==> src/FpAddPkg.sv <==
// Single-precision adder types
package FpAddPkg;

  // ==============================
  // Format constants
  // ==============================
  localparam int ManBits = 23;  // Stored fraction bits
  localparam int ExpBits = 8;   // Biased exponent bits
  localparam int GrsBits = 3;   // Guard, round, sticky

  // Word and field vectors
  typedef logic [ExpBits+ManBits:0]   FpWord;    // Sign, exponent, fraction
  typedef logic [ExpBits-1:0]         ExpT;      // Biased exponent
  typedef logic [ManBits:0]           ManT;      // Hidden bit on top
  typedef logic [ManBits+GrsBits:0]   WideManT;  // Significand plus GRS
  typedef logic [ManBits+GrsBits+1:0] SumManT;   // Extra carry bit

  localparam ExpT   ExpMax   = 8'd255;          // Inf and NaN exponent
  localparam FpWord CanonNan = 32'h7FC0_0000;   // Canonical quiet NaN

  // ==============================
  // Stage payloads
  // ==============================
  typedef struct packed {
    logic  isSpecial;  // Result already decided in stage 1
    FpWord word;       // NaN or infinity to emit
  } SpecialT;

  // Stage 1 to stage 2
  typedef struct packed {
    logic    bigSign;   // Sign of larger magnitude
    logic    effSub;    // Operand signs differ
    ExpT     bigExp;
    ExpT     expDiff;   // Always nonnegative
    ManT     bigMan;
    ManT     smallMan;
    logic    zeroA;     // Flushed or true zero
    logic    zeroB;
    SpecialT special;
  } UnpackedT;

  typedef struct packed {
    logic    sign;
    logic    effSub;
    ExpT     exp;
    WideManT bigMan;        // GRS bits all clear
    WideManT alignedSmall;  // Sticky folded into bit 0
    SpecialT special;
  } AlignedT;

  // Stage 3 to stage 4
  typedef struct packed {
    logic              sign;
    logic signed [9:0] exp;  // Room for under and overflow
    WideManT           man;  // Hidden bit at top after normalize
    logic              isZero;
    SpecialT           special;
  } NormT;

endpackage
==> src/FpAdder.sv <==
// Pipelined single-precision adder
`timescale 1ns/1ps

module FpAdder (
  input  logic            clk,
  input  logic            rstN,
  input  logic            inValid,
  input  FpAddPkg::FpWord a,
  input  FpAddPkg::FpWord b,
  output logic            outValid,
  output FpAddPkg::FpWord result
);
  import FpAddPkg::*;

  // Stage handoff
  logic     unpackValid, alignValid, normValid;
  UnpackedT unpacked;
  AlignedT  aligned;
  NormT     norm;

  // ==============================
  // Four registered stages
  // ==============================
  FpUnpack unpackStage (
    .clk(clk), .rstN(rstN), .inValid(inValid), .a(a), .b(b),
    .outValid(unpackValid), .unpacked(unpacked)
  );

  FpAlign alignStage (
    .clk(clk), .rstN(rstN), .inValid(unpackValid), .unpacked(unpacked),
    .outValid(alignValid), .aligned(aligned)
  );

  FpAddNorm addNormStage (
    .clk(clk), .rstN(rstN), .inValid(alignValid), .aligned(aligned),
    .outValid(normValid), .norm(norm)
  );

  FpRoundPack roundPackStage (  // Result registered here
    .clk(clk), .rstN(rstN), .inValid(normValid), .norm(norm),
    .outValid(outValid), .result(result)
  );

endmodule

==> src/FpRoundPack.sv <==
// Adder stage 4 round and pack
`timescale 1ns/1ps

module FpRoundPack (
  input  logic            clk,
  input  logic            rstN,
  input  logic            inValid,
  input  FpAddPkg::NormT  norm,
  output logic            outValid,
  output FpAddPkg::FpWord result
);
  import FpAddPkg::*;

  logic               lsb, guard, restSticky;
  logic               roundUp;
  logic [ManBits+1:0] rounded;  // Hidden bit plus carry out
  logic [ManBits-1:0] fracOut;
  logic signed [9:0]  expR;     // Exponent after rounding carry
  FpWord              nextR;

  // ==============================
  // Round to nearest even
  // ==============================
  assign lsb        = norm.man[GrsBits];
  assign guard      = norm.man[GrsBits-1];
  assign restSticky = |norm.man[GrsBits-2:0];
  assign roundUp    = guard & (restSticky | lsb);  // Ties go to even

  assign rounded = {1'b0, norm.man[ManBits+GrsBits:GrsBits]}
                 + {{(ManBits+1){1'b0}}, roundUp};

  // Carry out means 1.000, shift down one
  assign fracOut = rounded[ManBits+1] ? rounded[ManBits:1] : rounded[ManBits-1:0];
  assign expR    = $signed(norm.exp) + $signed({9'b0, rounded[ManBits+1]});

  // Pack
  always_comb begin
    if (norm.special.isSpecial) begin
      nextR = norm.special.word;                          // NaN or inf from stage 1
    end else if (norm.isZero || expR <= 10'sd0) begin
      nextR = {norm.sign, {(ExpBits+ManBits){1'b0}}};     // Signed zero, tiny flushed
    end else if (expR >= $signed({2'b00, ExpMax})) begin
      nextR = {norm.sign, ExpMax, {ManBits{1'b0}}};       // Overflow to inf
    end else begin
      nextR = {norm.sign, expR[ExpBits-1:0], fracOut};
    end
  end

  always_ff @(posedge clk) begin
    if (!rstN) outValid <= 1'b0;
    else       outValid <= inValid;
  end

  always_ff @(posedge clk) result <= nextR;

endmodule

==> src/FpAddNorm.sv <==
// Adder stage 3 add and normalize
`timescale 1ns/1ps

module FpAddNorm (
  input  logic              clk,
  input  logic              rstN,
  input  logic              inValid,
  input  FpAddPkg::AlignedT aligned,
  output logic              outValid,
  output FpAddPkg::NormT    norm
);
  import FpAddPkg::*;

  SumManT            sum;
  logic              carry;     // Same-sign add overflowed
  WideManT           low;       // Sum without carry bit
  logic [4:0]        lzc;
  logic signed [9:0] expIn;
  NormT              nextN;

  // Leading zeros, 27 when v is zero
  function automatic logic [4:0] countLz(input WideManT v);
    logic [4:0] n;
    n = 5'd27;
    for (int i = 0; i < $bits(WideManT); i++) begin
      if (v[i]) n = 5'($bits(WideManT) - 1 - i);  // Highest set bit wins
    end
    return n;
  endfunction

  // ==============================
  // Significand add or subtract
  // ==============================
  always_comb begin
    if (aligned.effSub) begin
      sum = {1'b0, aligned.bigMan} - {1'b0, aligned.alignedSmall};
    end else begin
      sum = {1'b0, aligned.bigMan} + {1'b0, aligned.alignedSmall};
    end
  end

  assign carry = sum[$bits(SumManT)-1];
  assign low   = sum[$bits(WideManT)-1:0];
  assign lzc   = countLz(low);
  assign expIn = $signed({2'b00, aligned.exp});

  // Normalize
  always_comb begin
    nextN.special = aligned.special;
    nextN.isZero  = (sum == '0);  // Exact cancellation
    if (carry) begin
      nextN.man = {sum[$bits(SumManT)-1:2], |sum[1:0]};  // Keep sticky
      nextN.exp = expIn + 10'sd1;
    end else begin
      nextN.man = low << lzc;  // Hidden bit to the top
      nextN.exp = expIn - $signed({5'b00000, lzc});
    end
    // RNE zero is negative only for two negatives
    if (nextN.isZero) nextN.sign = aligned.sign & ~aligned.effSub;
    else              nextN.sign = aligned.sign;
  end

  always_ff @(posedge clk) begin
    if (!rstN) outValid <= 1'b0;
    else       outValid <= inValid;
  end

  always_ff @(posedge clk) norm <= nextN;

  // Stage 1 ordering keeps the difference nonnegative
  assert property (@(posedge clk) disable iff (!rstN)
    (inValid && aligned.effSub && !aligned.special.isSpecial)
      |-> (aligned.bigMan >= aligned.alignedSmall))
    else $error("FpAddNorm: negative significand difference");

endmodule

==> src/FpAlign.sv <==
// Adder stage 2 alignment
`timescale 1ns/1ps

module FpAlign (
  input  logic               clk,
  input  logic               rstN,
  input  logic               inValid,
  input  FpAddPkg::UnpackedT unpacked,
  output logic               outValid,
  output FpAddPkg::AlignedT  aligned
);
  import FpAddPkg::*;

  WideManT smallExt;   // Small significand with empty GRS
  WideManT shifted;
  WideManT lostMask;   // Bits that fall off the right
  logic    sticky;
  logic    zeroSmall;
  AlignedT nextA;

  assign smallExt  = {unpacked.smallMan, {GrsBits{1'b0}}};
  assign zeroSmall = unpacked.zeroA | unpacked.zeroB;  // Zero is always the small one

  // ==============================
  // Right shift with sticky
  // ==============================
  always_comb begin
    if (unpacked.expDiff >= ExpT'($bits(WideManT))) begin
      shifted  = '0;  // Whole operand goes to sticky
      lostMask = '1;
    end else begin
      shifted  = smallExt >> unpacked.expDiff;
      lostMask = (WideManT'(1) << unpacked.expDiff) - WideManT'(1);
    end
    sticky = |(smallExt & lostMask);
  end

  always_comb begin
    nextA.sign    = unpacked.bigSign;
    nextA.effSub  = unpacked.effSub;
    nextA.exp     = unpacked.bigExp;  // Result starts at big exponent
    nextA.bigMan  = {unpacked.bigMan, {GrsBits{1'b0}}};
    nextA.special = unpacked.special;
    if (zeroSmall) begin
      nextA.alignedSmall = '0;
    end else begin
      nextA.alignedSmall = {shifted[$bits(WideManT)-1:1], shifted[0] | sticky};
    end
  end

  always_ff @(posedge clk) begin
    if (!rstN) outValid <= 1'b0;
    else       outValid <= inValid;
  end

  always_ff @(posedge clk) aligned <= nextA;

endmodule

==> src/FpUnpack.sv <==
// Adder stage 1 unpack
`timescale 1ns/1ps

module FpUnpack (
  input  logic               clk,
  input  logic               rstN,
  input  logic               inValid,
  input  FpAddPkg::FpWord    a,
  input  FpAddPkg::FpWord    b,
  output logic               outValid,
  output FpAddPkg::UnpackedT unpacked
);
  import FpAddPkg::*;

  logic               signA, signB;
  ExpT                expA, expB;
  logic [ManBits-1:0] fracA, fracB;
  logic               zeroA, zeroB;
  logic               nanA, nanB, infA, infB;
  ManT                manA, manB;
  logic               aBigger;  // A has the larger magnitude
  UnpackedT           nextU;

  // Field split
  assign signA = a[ExpBits+ManBits];
  assign signB = b[ExpBits+ManBits];
  assign expA  = a[ExpBits+ManBits-1:ManBits];
  assign expB  = b[ExpBits+ManBits-1:ManBits];
  assign fracA = a[ManBits-1:0];
  assign fracB = b[ManBits-1:0];

  assign zeroA = (expA == '0);  // Subnormals flush here
  assign zeroB = (expB == '0);
  assign manA  = zeroA ? '0 : {1'b1, fracA};  // Restore hidden bit
  assign manB  = zeroB ? '0 : {1'b1, fracB};

  // Special classes
  assign nanA = (expA == ExpMax) && (fracA != '0);
  assign nanB = (expB == ExpMax) && (fracB != '0);
  assign infA = (expA == ExpMax) && (fracA == '0);
  assign infB = (expB == ExpMax) && (fracB == '0);

  // Exponent first, then mantissa
  assign aBigger = {expA, manA} >= {expB, manB};

  always_comb begin
    nextU.bigSign  = aBigger ? signA : signB;
    nextU.effSub   = signA ^ signB;
    nextU.bigExp   = aBigger ? expA : expB;
    nextU.expDiff  = aBigger ? expA - expB : expB - expA;
    nextU.bigMan   = aBigger ? manA : manB;
    nextU.smallMan = aBigger ? manB : manA;
    nextU.zeroA    = zeroA;
    nextU.zeroB    = zeroB;
    nextU.special.isSpecial = nanA | nanB | infA | infB;
    if (nanA || nanB || (infA && infB && (signA != signB))) begin
      nextU.special.word = CanonNan;  // NaN in, or inf minus inf
    end else if (infA) begin
      nextU.special.word = a;
    end else begin
      nextU.special.word = b;         // Inf B, or unused
    end
  end

  always_ff @(posedge clk) begin
    if (!rstN) outValid <= 1'b0;
    else       outValid <= inValid;
  end

  always_ff @(posedge clk) unpacked <= nextU;  // Payload, no reset

  // Gap below big exponent means no wrap
  assert property (@(posedge clk) disable iff (!rstN)
    outValid |-> (unpacked.bigExp >= unpacked.expDiff))
    else $error("FpUnpack: exponent difference wrapped");

endmodule

==> config.mk <==
export PLATFORM = sky130hd
export DESIGN_NAME = FpAdder
export DESIGN_NICKNAME = d
export VERILOG_FILES = /design/src/FpAddPkg.sv /design/src/FpAdder.sv /design/src/FpRoundPack.sv /design/src/FpAddNorm.sv /design/src/FpAlign.sv /design/src/FpUnpack.sv
export SDC_FILE = /design/constraint.sdc
export NUM_CORES = 1
export LEC_CHECK = 0
export BUFFER_PORTS_ARGS = -buffer_cell sky130_fd_sc_hd__clkbuf_2
export CORE_MARGIN = 5
export CORE_UTILIZATION = 56
export CTS_BUF_LIST = sky130_fd_sc_hd__clkbuf_16
export CTS_CLUSTER_SIZE = 12
export DETAILED_ROUTE_END_ITERATION = 8
export PLACE_DENSITY = 0.74
export SYNTH_ARGS = -nofsm -noshare
export SYNTH_HDL_FRONTEND = slang
export SYNTH_HIERARCHICAL = 1
export SYNTH_SLANG_ARGS = --single-unit
==> constraint.sdc <==
create_clock -name clk -period 8.7 [get_ports clk]
set_input_delay 0.87 -clock clk [delete_from_list [all_inputs] [get_ports clk]]
set_output_delay 0.87 -clock clk [all_outputs]
set_load 0.01 [all_outputs]
==> results of run 1 <==
[registers in the layout, summed over array words and instances (netlist names)]
signal,count
addNormStage/norm,72
roundPackStage/outValid,1
alignStage/outValid,1
unpackStage/unpacked,101
addNormStage/outValid,1
roundPackStage/result,32
alignStage/aligned,94
unpackStage/outValid,1
[worst reg2reg max path, delay by kind of cell, from the launching register on]
kind	cells	cell delay [ns]
simple gates	9	2.50
buf+inv	2	0.37
xor+xnor	1	0.16
fa+ha+maj	3	1.08
compound gates	9	2.18
flops	1	0.34
[cells in the final DEF (no fill, tap or decap), types with 7 or more instances in the layout]
master	count
nor3_1	59
nand2_1	213
and3_1	40
a211oi_1	23
o21ai_0	121
nor2b_1	15
a311oi_1	8
a21o_1	16
ha_1	77
xor2_1	27
clkbuf_2	99
xnor2_1	52
a21boi_0	7
nor2_1	137
mux2i_1	48
or3_1	11
a22oi_1	13
o21ai_1	42
o22ai_1	17
or2_2	9
mux4_2	12
and2_1	28
o211ai_1	19
o221ai_1	10
nand2b_1	21
nor4_1	33
dfxtp_1	301
a22o_1	10
nand3_1	77
a21oi_1	98
o31ai_1	16
mux2_2	17
inv_1	83
o41ai_1	18
clkbuf_16	34
nand4_1	32
o21a_1	13
a31oi_1	13
buf_4	16
[cells by family (layout without fill, tap and decap cells)]
kind of cell	after synthesis	after routing	share of synthesized area, %
other	1	3	0.0219
AND/OR/NAND/NOR	724	724	21.2
buffers and inverters	202	252	5.31
flip-flops	303	303	35.4
AO/OA/AOI/OAI	544	544	22.0
XOR/XNOR	82	82	4.28
adder cells (fa/ha/maj)	81	81	6.09
multiplexers	80	80	5.73
[worst max path at each step]
stage | startpoint | to | cells after the start
floorplan | alignStage/aligned[38] | addNormStage/norm[68] | 29
global placement | alignStage/aligned[95] | addNormStage/norm[68] | 22
detailed placement | alignStage/aligned[44] | addNormStage/norm[69] | 24
CTS | alignStage/aligned[44] | addNormStage/norm[69] | 24
global route | alignStage/aligned[44] | addNormStage/norm[69] | 24
finish | alignStage/aligned[44] | addNormStage/norm[69] | 24
[power groups by stage]
stage / Combinational (mW) / Sequential, mW / Clock (mW)
after floorplan: 1.64 / 1.81 / 0
after global placement: 2.30 / 1.88 / 0
after detailed placement: 2.28 / 1.88 / 0
after CTS: 2.29 / 1.86 / 1.35
after global routing: 2.52 / 1.89 / 1.42
final: 2.37 / 1.86 / 1.33
[metrics by stage]
step	instances	total power [mW]	util, %
after floorplan	2019	3.46	-
after global placement	2415	4.18	58.1
after detailed placement	2415	4.16	58.1
after CTS	2465	5.50	61.5
after global routing	2465	5.83	61.5
final	2465	5.56	61.5
[area by class of cell]
cell class / instances / area [sq um] / area share (%)
multi-input combinational: 1514 / 10200 / 54.4
tap: 396 / 495 / 2.65
clock buffer: 34 / 851 / 4.54
sequential: 303 / 6070 / 32.4
inverter: 87 / 329 / 1.76
clock inverter: 16 / 183 / 0.976
timing repair buffer: 115 / 616 / 3.29
[per-layer routing]
metal / part of all wire (%) / routed length (um)
met1: 42 / 22100
met2: 45 / 23800
met3: 7.9 / 4180
met4: 5.7 / 3040
met5: 0.038 / 20
==> flow_metrics.tcl, run 1 <==
set metrics [dict create \
    grt_start_max_net_pins 57 \
    dpl_worst_slack_ns 2.20 \
    path_class "reg -> reg" \
    power.switching_mw 2.29 \
    netlist_top_cells_count "dfxtp_1 (303), nand2_1 (213), nor2_1 (137), o21ai_0 (121), a21oi_1 (98)" \
    synth_largest_area_cell "dfxtp_1" \
    yosysMostFrequentCell "dfxtp_1" \
    p_int_mw 3.27 \
    first_global_vias 14700 \
    syn_to_final_growth_pct 9.23 \
    async_flop_share_pct 0 \
    dieHeight_um 185 \
    firstDrtPassIters 6 \
    setup_viol 0 \
    wl_mm 53.1 \
    cts_resized 0 \
    row_count 64 \
    holdBufCountCts 0 \
    ir_drop_v 0.000141 \
    ys_dominant_reg_cell "dfxtp_1" \
    ys_types 117 \
    fin_worst_skew_ns 0.0317 \
    crit_chain "nor3_1 > nand2_1 > nor4_1 > nor2b_1 > and2_1 > nor2_1 > xnor2_1 > ha_1 > or2_1 > a21oi_1 > o21ai_1 > a221o_1 > o21ai_0 > and4_1 > a21oi_4 > inv_4 > ha_1 > inv_1 > fa_1 > a21o_1 > a21oi_1 > o21ai_0 > nor4_1 > a41o_1" \
    met2_usage_pct 48.0 \
    fmax_mhz 150 \
    dr.first_iter.drc_count 1965 \
    synth_top_area_share_pct 35.4 \
    maxCapViolations 0 \
    routed_via_density 6.45 \
    clock_latency_ns 0.52 \
    yosys_warnings 6 \
    slowest_delay_ns 0.51 \
    start_kind "flop" \
    p_per_area_nw_per_um2 297 \
    start_util_pct 56.3 \
    setup_ws_ns 2.01 \
    numCtsBuffers 34 \
    ys_seq_area_share_pct 35.4 \
    avgSynthCellArea_sq_um 8.50 \
    gp_congestion 1.05 \
    cts_setup_buffers 0 \
    htreeDepth 2 \
    clock-sinks 303 \
    crit_family "simple AND/OR/NAND/NOR gates" \
    die_x_um 185 \
    via_count 15900 \
    grt_use_total_pct 30.0 \
    clockPowerShare_pct 23.9 \
    post-route-drc-count 0 \
    final.setup.tns_ns 0 \
    min_path_cells 0 \
    synthTopCellsByArea "dfxtp_1 (35%), ha_1 (5.6%), nand2_1 (4.7%), o21ai_0 (3.5%), nor2_1 (3.0%)" \
    nets 2203 \
    diodes 0 \
    r2r_cells 24 \
    grt-ovfl-total 0 \
    min_to "alignStage/aligned[86]" \
    ant_nets 0 \
    worstPathMaxFanout 21 \
    period_share_pct 76.8 \
    hpwl_mm 40.5 \
    end_kind "flop" \
    crit_buf_inv 2 \
    grt_antenna_before_repair 3 \
    r2r_start "alignStage/aligned[44]" \
    syn_inst 2017 \
    dieArea_sq_um 34200 \
    pwr-share-seq_pct 33.5 \
    grt_busiest_layer "met2" \
    rrSetupSlack_ns 2.01 \
    max-clock-path-buffers 3 \
    syn_area_sq_um 17100 \
    final_area_sq_um 18700 \
    dpl_cell_area_sq_um 17700 \
    num-fill-cells 2647 \
    cts_tree "yes" \
    drive_above_1_share_pct 12.5 \
    finalHoldViolCount 0 \
    p_comb_share_pct 42.6 \
    hp-class "reg -> reg" \
    drv_slew 0 \
    leakagePower_nw 7.69 \
    min-delay-start "unpackStage/unpacked[82]" \
    fin_hold_ws_ns 0.306 \
    swShare_pct 41.2 \
    outcome "complete, no violations" \
    boundaryPins 100 \
    portBuffers 99 \
    worst_pin_slew_ns 1.14 \
    cts_root_buffer "clkbuf_16" \
    grt_pass1_wl_mm 82.2 \
    core_sq_um 30400 \
    critPathSlowestCell "and4_1" \
    fin_crit_ns 6.69 \
    r2r-end "addNormStage/norm[69]" \
    grt_use_met3_pct 4.75 \
    met1_usage_pct 40.1 \
    wl_per_cell_um 21.5 \
    synth-seq-cells 303 \
    worstPathRequired_ns 9.14 \
    synth_edf_count 0 \
    relSlewSlack_pct 24.3 \
    crit_arrival_ns 7.12 \
    path_clk_slew_ns 0.06 \
    grt_setup_unrepaired "no" \
]
Note: power is estimated with default switching activity, not from simulation.
==> inputs of run 2 (changes only) <==
- PLACE_DENSITY: 0.74 -> 0.77
- clock period: 8.7 -> 5.8 ns (I/O delays scaled with it)
==> run 2 against run 1 <==
  * Total power increased by 52%
  * Via count is 2.5% higher
  * Largest power group unchanged
  * Critical path depth grew 1
  * Die area unchanged
  * Clock-buffer cell count is 3 lower
  * Global-route usage grew 0.27 points
==> flow_metrics.tcl, run 2 (synthesis results as in run 1) <==
set metrics [dict create \
    finish.utilization_pct 63.2 \
    min-delay-start "inValid" \
    r2r_start "alignStage/aligned[33]" \
    crit_arrival_ns 6.00 \
    min_path_cells 2 \
    grt_use_total_pct 30.3 \
    die_x_um 185 \
    grt_start_max_net_pins 57 \
    grt_antenna_before_repair 0 \
    dieArea_sq_um 34200 \
    max-clock-path-buffers 3 \
    final_area_sq_um 19200 \
    path_clk_slew_ns 0.06 \
    dieHeight_um 185 \
    fin_cells 2509 \
    outcome "complete, no violations" \
    grt_pass1_wl_mm 83.3 \
    dpl_cell_area_sq_um 18100 \
    top_regs "unpackStage/unpacked: 101 flops, alignStage/aligned: 94 flops, addNormStage/norm: 72 flops" \
    ir_drop_v 0.000247 \
    setup_viol 0 \
    drv_slew 0 \
    grt-ovfl-total 0 \
    largest_register_ffs 101 \
    fin_crit_ns 5.56 \
    final_common_cell "dfxtp_1" \
    cp-startpoint "alignStage/aligned[33]" \
    clock-sinks 303 \
    htreeDepth 1 \
    wl_mm 53.7 \
    hp-class "in -> reg" \
    dpl_worst_slack_ns 0.00149 \
    r2r_cells 25 \
    routed_via_density 6.49 \
    dr.first_iter.drc_count 2032 \
    ant_nets 0 \
    boundaryPins 100 \
    path_class "reg -> reg" \
    end_kind "flop" \
    portBuffers 99 \
    slowest_delay_ns 0.45 \
    numCtsBuffers 31 \
    hpwl_mm 41.3 \
    fin_worst_skew_ns 0.0223 \
    cts_root_buffer "clkbuf_16" \
    worstPathMaxFanout 5 \
    worstPathRequired_ns 6.24 \
    post-route-drc-count 0 \
    holdBufCountCts 0 \
    via_count 16300 \
    num-fill-cells 2586 \
    placed_cells 2462 \
    period_share_pct 95.9 \
    gp_congestion 1.05 \
    start_kind "flop" \
    p_total_mw 8.46 \
    worst_pin_slew_ns 1.03 \
    wl_per_cell_um 21.4 \
    row_count 64 \
    setup_ws_ns 0.238 \
    final_cell_mix "dfxtp_1 (301), nand2_1 (212), nor2_1 (136), o21ai_0 (119), clkbuf_2 (99)" \
    leakagePower_nw 7.95 \
    diodes 0 \
    finalHoldViolCount 0 \
    syn_to_final_growth_pct 12.2 \
    start_util_pct 56.3 \
    p_per_area_nw_per_um2 440 \
    nets 2251 \
    drive_above_1_share_pct 15.9 \
    first_global_vias 15300 \
    critPathSlowestCell "dfxtp_1" \
    maxCapViolations 0 \
    firstDrtPassIters 6 \
    core_sq_um 30400 \
    largest_register "unpackStage/unpacked" \
    fmax_mhz 180 \
    clock_latency_ns 0.57 \
    cts_tree "yes" \
    relSlewSlack_pct 31.7 \
]
## run 2: changes by cell type in the layout (fill, tap and decap cells not counted), moves of 3 or more
cell       previous run  this run
clkbuf_16            34        31
buf_4                16        65
nor3_1               59        53
a2111oi_0             6         3
ha_2                  0         6
ha_1                 77        70
nor3_2                3         8
## run 2: worst paths after layout
path / endpoint / slack [ns]
hold reg to reg: alignStage/aligned[94] / 0.32
setup / recovery: addNormStage/norm[68] / 0.24
hold / removal: unpackStage/outValid / 0.22
setup reg to reg: addNormStage/norm[68] / 0.24
## run 2: critical path: cells and delay by family, from the launching register on
family	cells	cell delay, ns
AOI/OAI and AO/OA	4	0.72
xor gates and xnor gates	3	0.65
DFF	1	0.45
buffers and inverters	4	0.56
adders and majority gates	3	0.89
and+or+nand+nor	11	2.18
## run 2: cell type report
| cell class | instances | area (sq um) | share of cell area [%] |
|---|---|---|---|
| Timing Repair Buffer | 166 | 1020 | 5.32 |
| Clock buffer | 31 | 776 | 4.03 |
| Clock inverter | 12 | 149 | 0.774 |
| Tap cell | 396 | 495 | 2.58 |
| Multi-Input combinational cell | 1514 | 10400 | 54.0 |
| Sequential cell | 303 | 6070 | 31.5 |
| Inverter | 87 | 329 | 1.71 |
## run 2: routing by layer
metal / GRT usage, % / part of all wire [%] / up-vias
met1: 40.8 / 41 / 7706
met2: 49.2 / 45 / 885
li1: - / - / 7523
met5: 0 / 0 / -
met4: 13.4 / 5.1 / 0
met3: 3.69 / 8.4 / 179
## run 2: report_power, final
part / internal [mW] / leakage [nW] / total, mW / switching (mW)
sequential: 2.46 / 2.54 / 2.81 / 0.350
combinational: 1.51 / 4.95 / 3.79 / 2.28
clock: 1.09 / 0.464 / 1.86 / 0.773
## run 2: per-stage QoR
| stage | setup TNS [ns] | hold WS (ns) |
|---|---|---|
| final | 0 | 0.223 |
| after global routing | -0.00811 | 0.240 |
| after CTS | 0 | 0.210 |
| after detailed placement | 0 | 0.312 |
| after global placement | 0 | 0.310 |
| after floorplan | 0 | 0.310 |
## run 2: what timing repair did
item	in CTS	in global routing
pin swaps	0	4
endpoints found under the setup margin	4	29
endpoints found under the hold margin	0	0
setup buffers	0	4
gates resized for setup	5	45
